--- config.mk ---
export PLATFORM = sky130hd
export DESIGN_NAME = pls_dec_top
export DESIGN_NICKNAME = d
export VERILOG_FILES = /design/src/pls_dec_pkg.sv /design/src/pls_dec_symb_metric.sv /design/src/pls_dec_walsh_corr.sv /design/src/pls_dec_peak_search.sv /design/src/pls_dec_top.sv
export SDC_FILE = /design/constraint.sdc
export NUM_CORES = 2
export LEC_CHECK = 0
export BUFFER_PORTS_ARGS = -buffer_cell sky130_fd_sc_hd__buf_4
export CORE_AREA = 2 2 207 413
export DETAILED_ROUTE_END_ITERATION = 8
export DIE_AREA = 0 0 209 415
export GPL_ROUTABILITY_DRIVEN = 0
export PLACE_DENSITY = 0.8
export SLEW_MARGIN = 10
export SYNTH_ARGS = -nofsm -noshare
export SYNTH_HDL_FRONTEND = slang
export SYNTH_HIERARCHICAL = 1
export SYNTH_SLANG_ARGS = --single-unit
--- constraint.sdc ---
create_clock -name iclk -period 14.1 [get_ports iclk]
set_input_delay 1.41 -clock iclk [delete_from_list [all_inputs] [get_ports iclk]]
set_output_delay 1.41 -clock iclk [all_outputs]
set_load 0.05 [all_outputs]
--- src/pls_dec_pkg.sv ---
package pls_dec_pkg;

  // --------------------
  // Sizes
  // --------------------

  // Soft symbol width
  localparam int cDAT_W     = 4;
  // Largest positive soft value
  localparam int cDAT_MAX   = 2**(cDAT_W-1) - 1;
  // Symbols per PLS frame
  localparam int cFRAME_LEN = 64;
  localparam int cCNT_W     = $clog2(cFRAME_LEN);
  // Walsh set, one sequence per pair index
  localparam int cWALSH_N   = 32;
  localparam int cIDX_W     = $clog2(cWALSH_N);
  // 32 pair metrics of up to 14 each
  localparam int cCORR_W    = cDAT_W + 6;

  // Bit k descrambles symbol k, bit 0 first
  localparam logic [cFRAME_LEN-1:0] cSCRAMBLE_WORD = 64'h719D_83C9_5342_2DFA;

  // --------------------
  // Data types
  // --------------------

  // Positive soft value means bit 0
  typedef logic signed [cDAT_W-1:0]  dat_t;
  typedef logic signed [cDAT_W:0]    metric_t;
  typedef logic        [cIDX_W-1:0]  metric_idx_t;
  typedef logic signed [cCORR_W-1:0] corr_t;

  // Accumulator address, bank 1 holds difference metrics
  typedef struct packed {
    logic        bank;
    metric_idx_t walsh;
  } corr_addr_t;

  // Decoded 7-bit PLS code
  typedef struct packed {
    logic        pair_flip;
    metric_idx_t walsh;
    logic        invert;
  } pls_code_t;

  typedef enum logic [1:0] {IDLE, SCAN, EMIT} search_state_t;

  // Walsh chip of pair idx in sequence w, 1 means negate
  function automatic logic walsh_bit(metric_idx_t idx, metric_idx_t w);
    return ^(idx & w);
  endfunction

endpackage

--- src/pls_dec_symb_metric.sv ---
`timescale 1ns/1ps

module pls_dec_symb_metric
  import pls_dec_pkg::*;
(
  input  logic        iclk,
  input  logic        ireset,
  input  logic        iclkena,
  //
  input  logic        isop,
  input  logic        ival,
  input  logic        ieop,
  input  dat_t        idat,
  //
  output logic        osop,
  output logic        oval,
  output logic        oeop,
  output logic        oadd_n_sub,
  output metric_idx_t oidx,
  output metric_t     odat
);

  logic              in_frame;
  logic              sym_val;
  logic [cCNT_W-1:0] sym_cnt;
  logic [cCNT_W-1:0] sym_idx;
  logic              scr_bit;
  dat_t              sat_dat;
  dat_t              dsc_dat;

  logic              dat_val;
  logic              dat_sop;
  logic              dat_eop;
  dat_t              dat;
  dat_t              dat_pre;

  logic              metric_val;
  logic              metric_sop;
  logic              metric_eop;
  metric_t           metric_add;
  metric_t           metric_sub;

  logic [1:0]        val_sr;
  logic              prev_sum;

  // --------------------
  // Descramble
  // --------------------

  // Symbols outside a frame are dropped
  assign sym_val = ival & (isop | in_frame);
  assign sym_idx = isop ? '0 : sym_cnt;
  assign scr_bit = cSCRAMBLE_WORD[sym_idx];

  // -8 folds to -7 so negation stays in range
  assign sat_dat = (idat == dat_t'(-cDAT_MAX - 1)) ? dat_t'(-cDAT_MAX) : idat;
  assign dsc_dat = scr_bit ? -sat_dat : sat_dat;

  always_ff @(posedge iclk or posedge ireset) begin
    if (ireset) begin
      in_frame <= 1'b0;
      sym_cnt  <= '0;
      dat_val  <= 1'b0;
    end else if (iclkena) begin
      if (sym_val) begin
        in_frame <= !ieop;
        sym_cnt  <= sym_idx + 1'b1;
      end
      // Pair complete on odd symbol
      dat_val <= sym_val & sym_idx[0];
    end
  end

  always_ff @(posedge iclk) begin
    if (iclkena && sym_val) begin
      dat     <= dsc_dat;
      dat_pre <= dat;
      dat_sop <= (sym_idx == cCNT_W'(1));
      dat_eop <= ieop;
    end
  end

  // --------------------
  // Pair metrics
  // --------------------

  always_ff @(posedge iclk or posedge ireset) begin
    if (ireset) begin
      metric_val <= 1'b0;
    end else if (iclkena) begin
      metric_val <= dat_val;
    end
  end

  // Even plus odd, even minus odd
  always_ff @(posedge iclk) begin
    if (iclkena && dat_val) begin
      metric_sop <= dat_sop;
      metric_eop <= dat_eop;
      metric_add <= metric_t'(dat_pre) + metric_t'(dat);
      metric_sub <= metric_t'(dat_pre) - metric_t'(dat);
    end
  end

  // --------------------
  // Serializer
  // --------------------

  // Two valid cycles per pair
  always_ff @(posedge iclk or posedge ireset) begin
    if (ireset) begin
      val_sr   <= '0;
      prev_sum <= 1'b0;
    end else if (iclkena) begin
      val_sr   <= metric_val ? 2'b11 : (val_sr << 1);
      prev_sum <= oval & oadd_n_sub;
    end
  end

  assign oval = val_sr[1];

  always_ff @(posedge iclk) begin
    if (iclkena) begin
      if (metric_val) begin
        osop <= metric_sop;
        oeop <= metric_eop;
        // Pair index restarts with frame
        oidx <= metric_sop ? '0 : (oidx + 1'b1);
      end
      odat       <= metric_val ? metric_add : metric_sub;
      oadd_n_sub <= metric_val;
    end
  end

  // Difference never leaves without its sum just before
  assert property (@(posedge iclk) disable iff (ireset)
    (iclkena && oval && !oadd_n_sub) |-> prev_sum);

endmodule

--- src/pls_dec_walsh_corr.sv ---
`timescale 1ns/1ps

module pls_dec_walsh_corr
  import pls_dec_pkg::*;
(
  input  logic        iclk,
  input  logic        ireset,
  input  logic        iclkena,
  //
  input  logic        isop,
  input  logic        ival,
  input  logic        ieop,
  input  logic        iadd_n_sub,
  input  metric_idx_t iidx,
  input  metric_t     idat,
  //
  input  corr_addr_t  raddr,
  output corr_t       rdat,
  output logic        odone
);

  // Bank 0 sum metrics, bank 1 difference metrics
  corr_t       acc [2][cWALSH_N];

  logic        bank;
  corr_t       dat_ext;
  corr_t       dat_neg;
  corr_t       term [cWALSH_N];
  metric_idx_t last_sum_idx;

  // --------------------
  // Walsh terms
  // --------------------

  assign bank    = !iadd_n_sub;
  assign dat_ext = corr_t'(idat);
  assign dat_neg = -dat_ext;

  // Sign per sequence from pair index parity
  always_comb begin
    for (int w = 0; w < cWALSH_N; w++) begin
      term[w] = walsh_bit(iidx, metric_idx_t'(w)) ? dat_neg : dat_ext;
    end
  end

  // --------------------
  // Accumulator banks
  // --------------------

  // First metric of frame loads instead of adds
  always_ff @(posedge iclk) begin
    if (iclkena && ival) begin
      for (int w = 0; w < cWALSH_N; w++) begin
        acc[bank][w] <= (isop ? corr_t'(0) : acc[bank][w]) + term[w];
      end
    end
  end

  // Registered read for the peak search
  always_ff @(posedge iclk) begin
    if (iclkena) begin
      rdat <= acc[raddr.bank][raddr.walsh];
    end
  end

  // --------------------
  // Frame done
  // --------------------

  always_ff @(posedge iclk or posedge ireset) begin
    if (ireset) begin
      odone        <= 1'b0;
      last_sum_idx <= '0;
    end else if (iclkena) begin
      // After the final difference metric
      odone <= ival & ieop & !iadd_n_sub;
      if (ival && iadd_n_sub) begin
        last_sum_idx <= iidx;
      end
    end
  end

  // Pairs arrive in order with no gaps in index
  assert property (@(posedge iclk) disable iff (ireset)
    (iclkena && ival && iadd_n_sub && !isop) |->
      (iidx == metric_idx_t'(last_sum_idx + 1'b1)));

endmodule

--- src/pls_dec_peak_search.sv ---
`timescale 1ns/1ps

module pls_dec_peak_search
  import pls_dec_pkg::*;
(
  input  logic          iclk,
  input  logic          ireset,
  input  logic          iclkena,
  //
  input  logic          idone,
  input  corr_t         rdat,
  output corr_addr_t    raddr,
  //
  output logic          oval,
  output pls_code_t     ocode,
  output corr_t         opeak
);

  search_state_t state;

  logic          rd_val;
  corr_addr_t    rd_addr;

  corr_t         best_mag;
  corr_addr_t    best_addr;
  logic          best_neg;

  corr_t         cur_mag;
  logic          take;
  corr_t         nxt_mag;
  corr_addr_t    nxt_addr;
  logic          nxt_neg;

  // --------------------
  // Compare
  // --------------------

  assign cur_mag = rdat[cCORR_W-1] ? -rdat : rdat;
  // Strictly greater, lowest address wins a tie
  assign take    = rd_val & (cur_mag > best_mag);

  assign nxt_mag  = take ? cur_mag : best_mag;
  assign nxt_addr = take ? rd_addr : best_addr;
  assign nxt_neg  = take ? rdat[cCORR_W-1] : best_neg;

  // --------------------
  // FSM
  // --------------------

  always_ff @(posedge iclk or posedge ireset) begin
    if (ireset) begin
      state  <= IDLE;
      raddr  <= '0;
      rd_val <= 1'b0;
      oval   <= 1'b0;
    end else if (iclkena) begin
      oval   <= 1'b0;
      // rdat holds a scan word one cycle later
      rd_val <= (state == SCAN);
      case (state)
        IDLE: begin
          if (idone) begin
            state <= SCAN;
            raddr <= '0;
          end
        end
        SCAN: begin
          if (raddr == '1) begin
            state <= EMIT;
          end else begin
            raddr <= corr_addr_t'(raddr + 1'b1);
          end
        end
        EMIT: begin
          state <= IDLE;
          oval  <= 1'b1;
        end
        default: state <= IDLE;
      endcase
    end
  end

  // Best so far, cleared at scan start
  always_ff @(posedge iclk) begin
    if (iclkena) begin
      rd_addr <= raddr;
      if (state == IDLE && idone) begin
        best_mag  <= '0;
        best_addr <= '0;
        best_neg  <= 1'b0;
      end else if (take) begin
        best_mag  <= cur_mag;
        best_addr <= rd_addr;
        best_neg  <= rdat[cCORR_W-1];
      end
      // Last word still in flight during emit
      if (state == EMIT) begin
        ocode <= '{pair_flip: nxt_addr.bank, walsh: nxt_addr.walsh, invert: nxt_neg};
        opeak <= nxt_mag;
      end
    end
  end

  // Frame gap must cover the whole scan
  assert property (@(posedge iclk) disable iff (ireset)
    (iclkena && idone) |-> (state == IDLE));

endmodule

--- src/pls_dec_top.sv ---
`timescale 1ns/1ps

module pls_dec_top
  import pls_dec_pkg::*;
(
  input  logic      iclk,
  input  logic      ireset,
  input  logic      iclkena,
  //
  input  logic      isop,
  input  logic      ival,
  input  logic      ieop,
  input  dat_t      idat,
  //
  output logic      oval,
  output pls_code_t ocode,
  output corr_t     opeak
);

  // Metric stream
  logic        msop;
  logic        mval;
  logic        meop;
  logic        madd_n_sub;
  metric_idx_t midx;
  metric_t     mdat;

  // Accumulator read port
  logic        done;
  corr_addr_t  raddr;
  corr_t       rdat;

  // --------------------
  // Pipeline
  // --------------------

  pls_dec_symb_metric u_symb_metric (
    .iclk       (iclk),
    .ireset     (ireset),
    .iclkena    (iclkena),
    .isop       (isop),
    .ival       (ival),
    .ieop       (ieop),
    .idat       (idat),
    .osop       (msop),
    .oval       (mval),
    .oeop       (meop),
    .oadd_n_sub (madd_n_sub),
    .oidx       (midx),
    .odat       (mdat)
  );

  pls_dec_walsh_corr u_walsh_corr (
    .iclk       (iclk),
    .ireset     (ireset),
    .iclkena    (iclkena),
    .isop       (msop),
    .ival       (mval),
    .ieop       (meop),
    .iadd_n_sub (madd_n_sub),
    .iidx       (midx),
    .idat       (mdat),
    .raddr      (raddr),
    .rdat       (rdat),
    .odone      (done)
  );

  pls_dec_peak_search u_peak_search (
    .iclk    (iclk),
    .ireset  (ireset),
    .iclkena (iclkena),
    .idone   (done),
    .rdat    (rdat),
    .raddr   (raddr),
    .oval    (oval),
    .ocode   (ocode),
    .opeak   (opeak)
  );

endmodule

* After elaboration in Yosys (flattened, before gate mapping)
Memories as Yosys holds them, arrays and structs flattened.
Index checks and enable logic that the tools add are counted.
** Word-level totals
- Bits in registers :: 107
- Bits in writable memories :: 640
- Bits in read-only memories :: 64
- Input port bits :: 10
- Output and inout bits :: 18
- Memories kept :: 2
** Operators by class
- $add $sub $neg :: 40
- Order comparisons :: 3
- Equality and inequality tests :: 8
- Multiplexer cells :: 85
- Bitwise logic cells :: 7
- Reduce and logical (&&, ||, !) cells :: 44
** Memories
- u_walsh_corr.acc :: words 2, bits a word 320, rd ports 2, clocked after Yosys merged registers in 0, wr ports 1, line pls_dec_walsh_corr.sv:23 : corr_t acc [2][cWALSH_N];
- (no name shown) :: words 64, bits a word 1, rd ports 1, clocked after Yosys merged registers in 0, wr ports 0, line pls_dec_symb_metric.sv:53 : assign scr_bit = cSCRAMBLE_WORD[sym_idx];
** Operators with widths (number)
- $mux W10 :: 67
- $add A10 B10 Y10 :: 31
- $reduce_xor A5 Y1 :: 31
- $bmux W10 S5 :: 1
- $mux W6 :: 4
- $add A6 B1 Y6 const B :: 2
- $pmux W6 S2 :: 1
- $add A10 B5 Y10 :: 1
- $gt A10 B10 Y1 :: 1
- $neg A10 Y10 :: 1
- $neg A5 Y10 :: 1
- $mux W4 :: 2
- $lt A6 B7 Y1 const B :: 1
- $eq A6 B1 Y1 const B :: 1
- $eq A6 B6 Y1 const B :: 1
- $ge A6 B6 Y1 const B :: 1
- $mux W2 :: 3
- $ne A2 B2 Y1 const B :: 3
- $not A5 Y6 :: 1
- $reduce_and A2 Y1 :: 3
- $add A4 B4 Y5 :: 1
- $add A5 B1 Y5 const B :: 1
- $and A1 B1 Y1 :: 5
- $mux W1 :: 5
- 14 further kinds :: 18

* Logic depth before layout (Yosys ltp)
- Word-level depth :: 5
- Mapped depth :: 15
- Mapped depth without buffers :: 12

* By module
The synthesis kept the hierarchy.
** By module, submodules not included
- pls_dec_walsh_corr :: times used 1, cells an instance 3703, area each 43641.9 um^2, sequential area each 19543.7 um^2
- pls_dec_peak_search :: times used 1, cells an instance 297, area each 3118.0 um^2, sequential area each 1451.4 um^2
- pls_dec_symb_metric :: times used 1, cells an instance 187, area each 2322.2 um^2, sequential area each 1296.2 um^2

* Worst setup path before layout
OpenSTA, ideal clock, no wires.
- Path type :: input-to-reg
- Start :: input iclkena
- End :: memory u_walsh_corr/acc[1][0] in the netlist's numbering, enable pin
- Setup time :: 1018 ps
- Arrival :: 14875 ps
- Data required time :: 13082 ps
- Setup slack :: -1793 ps
- Stages :: 2
- Path buffers :: 0
- Path through :: nand2_1 > nor2_1
** On the way
- Word-level cells in the longest chain between the ends :: 3
** Ends and longest elaborated chain
- start: declaration :: line pls_dec_top.sv:8 : input logic iclkena,
- $logic_and A1 B1 Y1 :: line pls_dec_walsh_corr.sv:52 : if (iclkena && ival) begin
- $mux W1 :: line pls_dec_walsh_corr.sv:52
- $mux W1 :: line pls_dec_walsh_corr.sv:54 : acc[bank][w] <= (isop ? corr_t'(0) : acc[bank][w]) + term[w];
- end: declaration :: line pls_dec_walsh_corr.sv:23
No other way between the ends.

* Worst setup path in the final report
- Start :: register u_symb_metric.oadd_n_sub
- End :: memory u_walsh_corr/acc[1][278] in the netlist's numbering, data pin
** On the way
- Word-level cells in the longest chain between the ends :: 4
** Ends and longest elaborated chain
- start: declaration :: line pls_dec_symb_metric.sv:18 : output logic oadd_n_sub,
- start signal: assignment :: line pls_dec_symb_metric.sv:131 : oadd_n_sub <= metric_val;
- $logic_not A1 Y1 :: line pls_dec_walsh_corr.sv:35 : assign bank = !iadd_n_sub;
- $mem_v2 Z2 W320
- $mux W10 :: line pls_dec_walsh_corr.sv:54
- $add A10 B10 Y10 :: line pls_dec_walsh_corr.sv:54
No other way between the ends.

==> flow_summary.toml <==
[floorplanning]
start_util = 0.588
rows = 150
chipWidth_um = 209
core_um2 = 83500
dieArea_um2 = 86700
num_io_pins = 28
die_h_um = 415

[synth]
synthArstFlopShare = 0.0295
syn_nets = 4549
yosysTopAreaCell = "edfxtp_1"
synth_compound_area_frac = 0.101
synth_mux_area_frac = 0.151
synth_xor_area_frac = 0.0752
syn_area_per_cell_um2 = 11.7
synth-edff-count = 724
ys.flop_type = "edfxtp_1"
ys_types = 89
synthCells = 4187
synth.top_cells.by_area = "edfxtp_1, ha_1, mux4_2"
synth.ff_latch_count = 746
synth_top_family_by_area = "multiplexers"
ys_warn_count = 6
synthAdderAreaFrac = 0.0949
syn_area_um2 = 49100
synth_simple_gate_area_share = 0.0943
yosysSeqAreaShare = 0.454
yosysTopAreaCellShare = 0.443

[min_path]
hold_path_startpoint = "u_symb_metric/metric_sub[0]$_DFFE_PP_"
hp-class = "register to register"

[sta]
slew_violations = 0
clock.fmax_ghz = 0.187
setup_tns_ns = 0
worst_pin_slew_ns = 1.20
period_share = 0.380
slew_headroom = 0.195
rsz0062_at_grt = "false"
hold_viol_final = 0
fin_ws_ns = 8.74
setup_violations = 0
skew_ns = 0.0441
fin_crit_ns = 5.36

[route]
routed_wl_um = 137000
firstDrtPassIters = 6
ant_nets = 0
post_drt_wl_per_cell_um = 26.1
viasPerCell = 6.68
vias = 35100
dr.first_iter.drc_count = 3595
drc = 0

[grt]
grt_start_max_net_pins = 152
grt_usage = 0.318
grt_antenna_before_repair = 0
grt_pass1_vias = 36700
gr-total-overflow = 0
grt_pass1_wl_um = 208000

[pwr]
p_leak_nw = 20.0
power_density_nw_per_um2 = 150
vdd_ir_drop_max_v = 0.0000937

[clock_network]
cts_num_sinks = 746
cts_resized = 0
cts-root-buf = "clkbuf_16"
cts.clk_slew.worst_paths_ns = 0.06
post_cts.repair.setup_buffers = 0
cts_tree = "built"
cts_buffer_depth = 3
clock_latency_ns = 0.68
cts_htree_levels = 3
cts-buffers-inserted = 71
cts_hold_buf = 0

[layout]
drive_above_1_share = 0.109
diodes = 0
fin_cells = 5255
syn2layout_area_growth_pct = 7.08
fillers = 6187
fin_nets = 4501

[worst_setup_path]
start_kind = "register"
path_cells = "buf_4 > buf_12 > mux2i_1 > nor2_1 > ha_1 > fa_1 > a21o_1 > a21oi_1 > o21ai_0 > o41ai_1 > xnor2_1"
crit_required_ns = 14.47
cp.arrival_ns = 5.72
cpLargestDelayFamily = "buffers and inverters"
crit_type = "register to register"
critPathMaxStageDelay_ns = 0.88
crit_start = "u_symb_metric/oadd_n_sub$_DFFE_PP_"
rr_startpoint = "u_symb_metric/oadd_n_sub$_DFFE_PP_"
crit_buf_inv = 2
worst_setup_path_end_kind = "register"
crit_fanout = 127
slowest_stage = "edfxtp_1"

[place]
io_buffers = 27
dp_hpwl_um = 92400
pre_cts_ws_ns = 8.92
dp.cells = 5130

[run]
maxCapViolations = 0

[outcome]
outcome = "finished, final reports clean"
## layer usage
| metal | track usage | up-vias | routed length [um] |
|---|---|---|---|
| met2 | 0.562 | 1725 | 70100 |
| met3 | 0.0585 | 621 | 9530 |
| met1 | 0.319 | 17200 | 43500 |
| met4 | 0.276 | 0 | 13700 |
| li1 | - | 15500 | - |
| met5 | 0 | - | 0 |
## placed cells by master (no fill, tap or decap), drive strengths merged, types with 21 or more instances in the layout
cell type	instances
edfxtp	724
nor2	616
mux2i	353
ha	318
xnor2	257
o21ai	213
nand2	207
mux4	160
a21oi	157
inv	129
xor2	128
nor3	102
a21o	97
clkbuf	89
buf	83
a22oi	45
o22ai	41
fa	34
nor4	33
o2111ai	31
a211oi	30
nand3	28
nor2b	28
mux2	23
dfrtp	22
o21a	21
## final cells by class
cell class | count | area [um2] | area share
Clock buffer | 89 | 1930 | 0.0366
Clock inverter | 36 | 467 | 0.00888
Inverter | 127 | 477 | 0.00907
Multi-Input combinational cell | 3110 | 25400 | 0.483
Sequential cell | 746 | 22300 | 0.424
Tap cell | 1064 | 1330 | 0.0253
Timing Repair Buffer | 83 | 661 | 0.0126
## power by group
group | total, mW | switching [mW] | leakage, nW | internal [mW]
registers | 3.06 | 0.177 | 6.95 | 2.88
logic | 2.77 | 1.70 | 11.9 | 1.07
clock network | 2.03 | 0.874 | 1.15 | 1.16
## logic make-up after synthesis
family	count (synthesis)
AOI/OAI and AO/OA	753
xor gates and xnor gates	386
adders and majority gates	352
buffers and inverters	331
DFF	746
muxes	536
and+or+nand+nor	1083
## stage by stage
step                       util  hold slack (ns)  area [um2]  power, mW
after floorplan               -            0.400       49100       5.04
after global placement    0.601            0.409       50200       5.69
after detailed placement  0.601            0.415       50200       5.78
after CTS                 0.629            0.445       52600       7.81
after global routing      0.629            0.465       52600       8.16
final                     0.629            0.444       52600       7.86
## cell usage after synthesis, drive strengths merged, types with 7 or more instances
| cell type | number |
|---|---|
| mux2 | 23 |
| a22oi | 45 |
| ha | 318 |
| nand2 | 207 |
| mux2i | 353 |
| o41ai | 20 |
| buf | 87 |
| o41a | 13 |
| inv | 126 |
| xnor2 | 257 |
| a31oi | 8 |
| xor2 | 128 |
| o21a | 21 |
| nor4 | 33 |
| o22ai | 41 |
| a21oi | 157 |
| or2 | 17 |
| nor2b | 28 |
| nand2b | 18 |
| and2 | 11 |
| a221o | 10 |
| a21o | 97 |
| mux4 | 160 |
| clkbuf | 117 |
| nor3 | 102 |
| a21boi | 13 |
| o21ai | 213 |
| edfxtp | 724 |
| dfrtp | 22 |
| a211oi | 30 |
| o2111ai | 31 |
| o22a | 12 |
| nor2 | 616 |
| nand3 | 28 |
| and3 | 7 |
| fa | 34 |
## final timing paths
path / end / slack, ns / depth (start not counted)
setup / recovery: u_walsh_corr/acc[1][278]$_DFFE_PP_ / 8.74 / 11
hold / removal: u_symb_metric/odat[0]$_DFFE_PP_ / 0.44 / 0
setup reg to reg: u_walsh_corr/acc[1][278]$_DFFE_PP_ / 8.74 / 11
hold reg to reg: u_symb_metric/odat[0]$_DFFE_PP_ / 0.44 / 0
max in group asynchronous: u_symb_metric/val_sr[1]$_DFFE_PP0P_ / 12.96 / 2
min in group asynchronous: u_walsh_corr/odone$_DFFE_PP0P_ / 0.66 / 2
## sequential cells by signal, summed over array words and instances, names as in the netlist, 5 cells and up
register	flops
u_peak_search/best_addr	6
u_peak_search/opeak	10
u_symb_metric/sym_cnt	6
u_symb_metric/odat	5
u_walsh_corr/rdat	10
u_peak_search/ocode	7
u_symb_metric/metric_sub	5
u_peak_search/best_mag	10
u_peak_search/rd_addr	6
u_symb_metric/oidx	5
u_peak_search/raddr	6
u_walsh_corr/acc	640
Power figures use the tool's default switching activity.
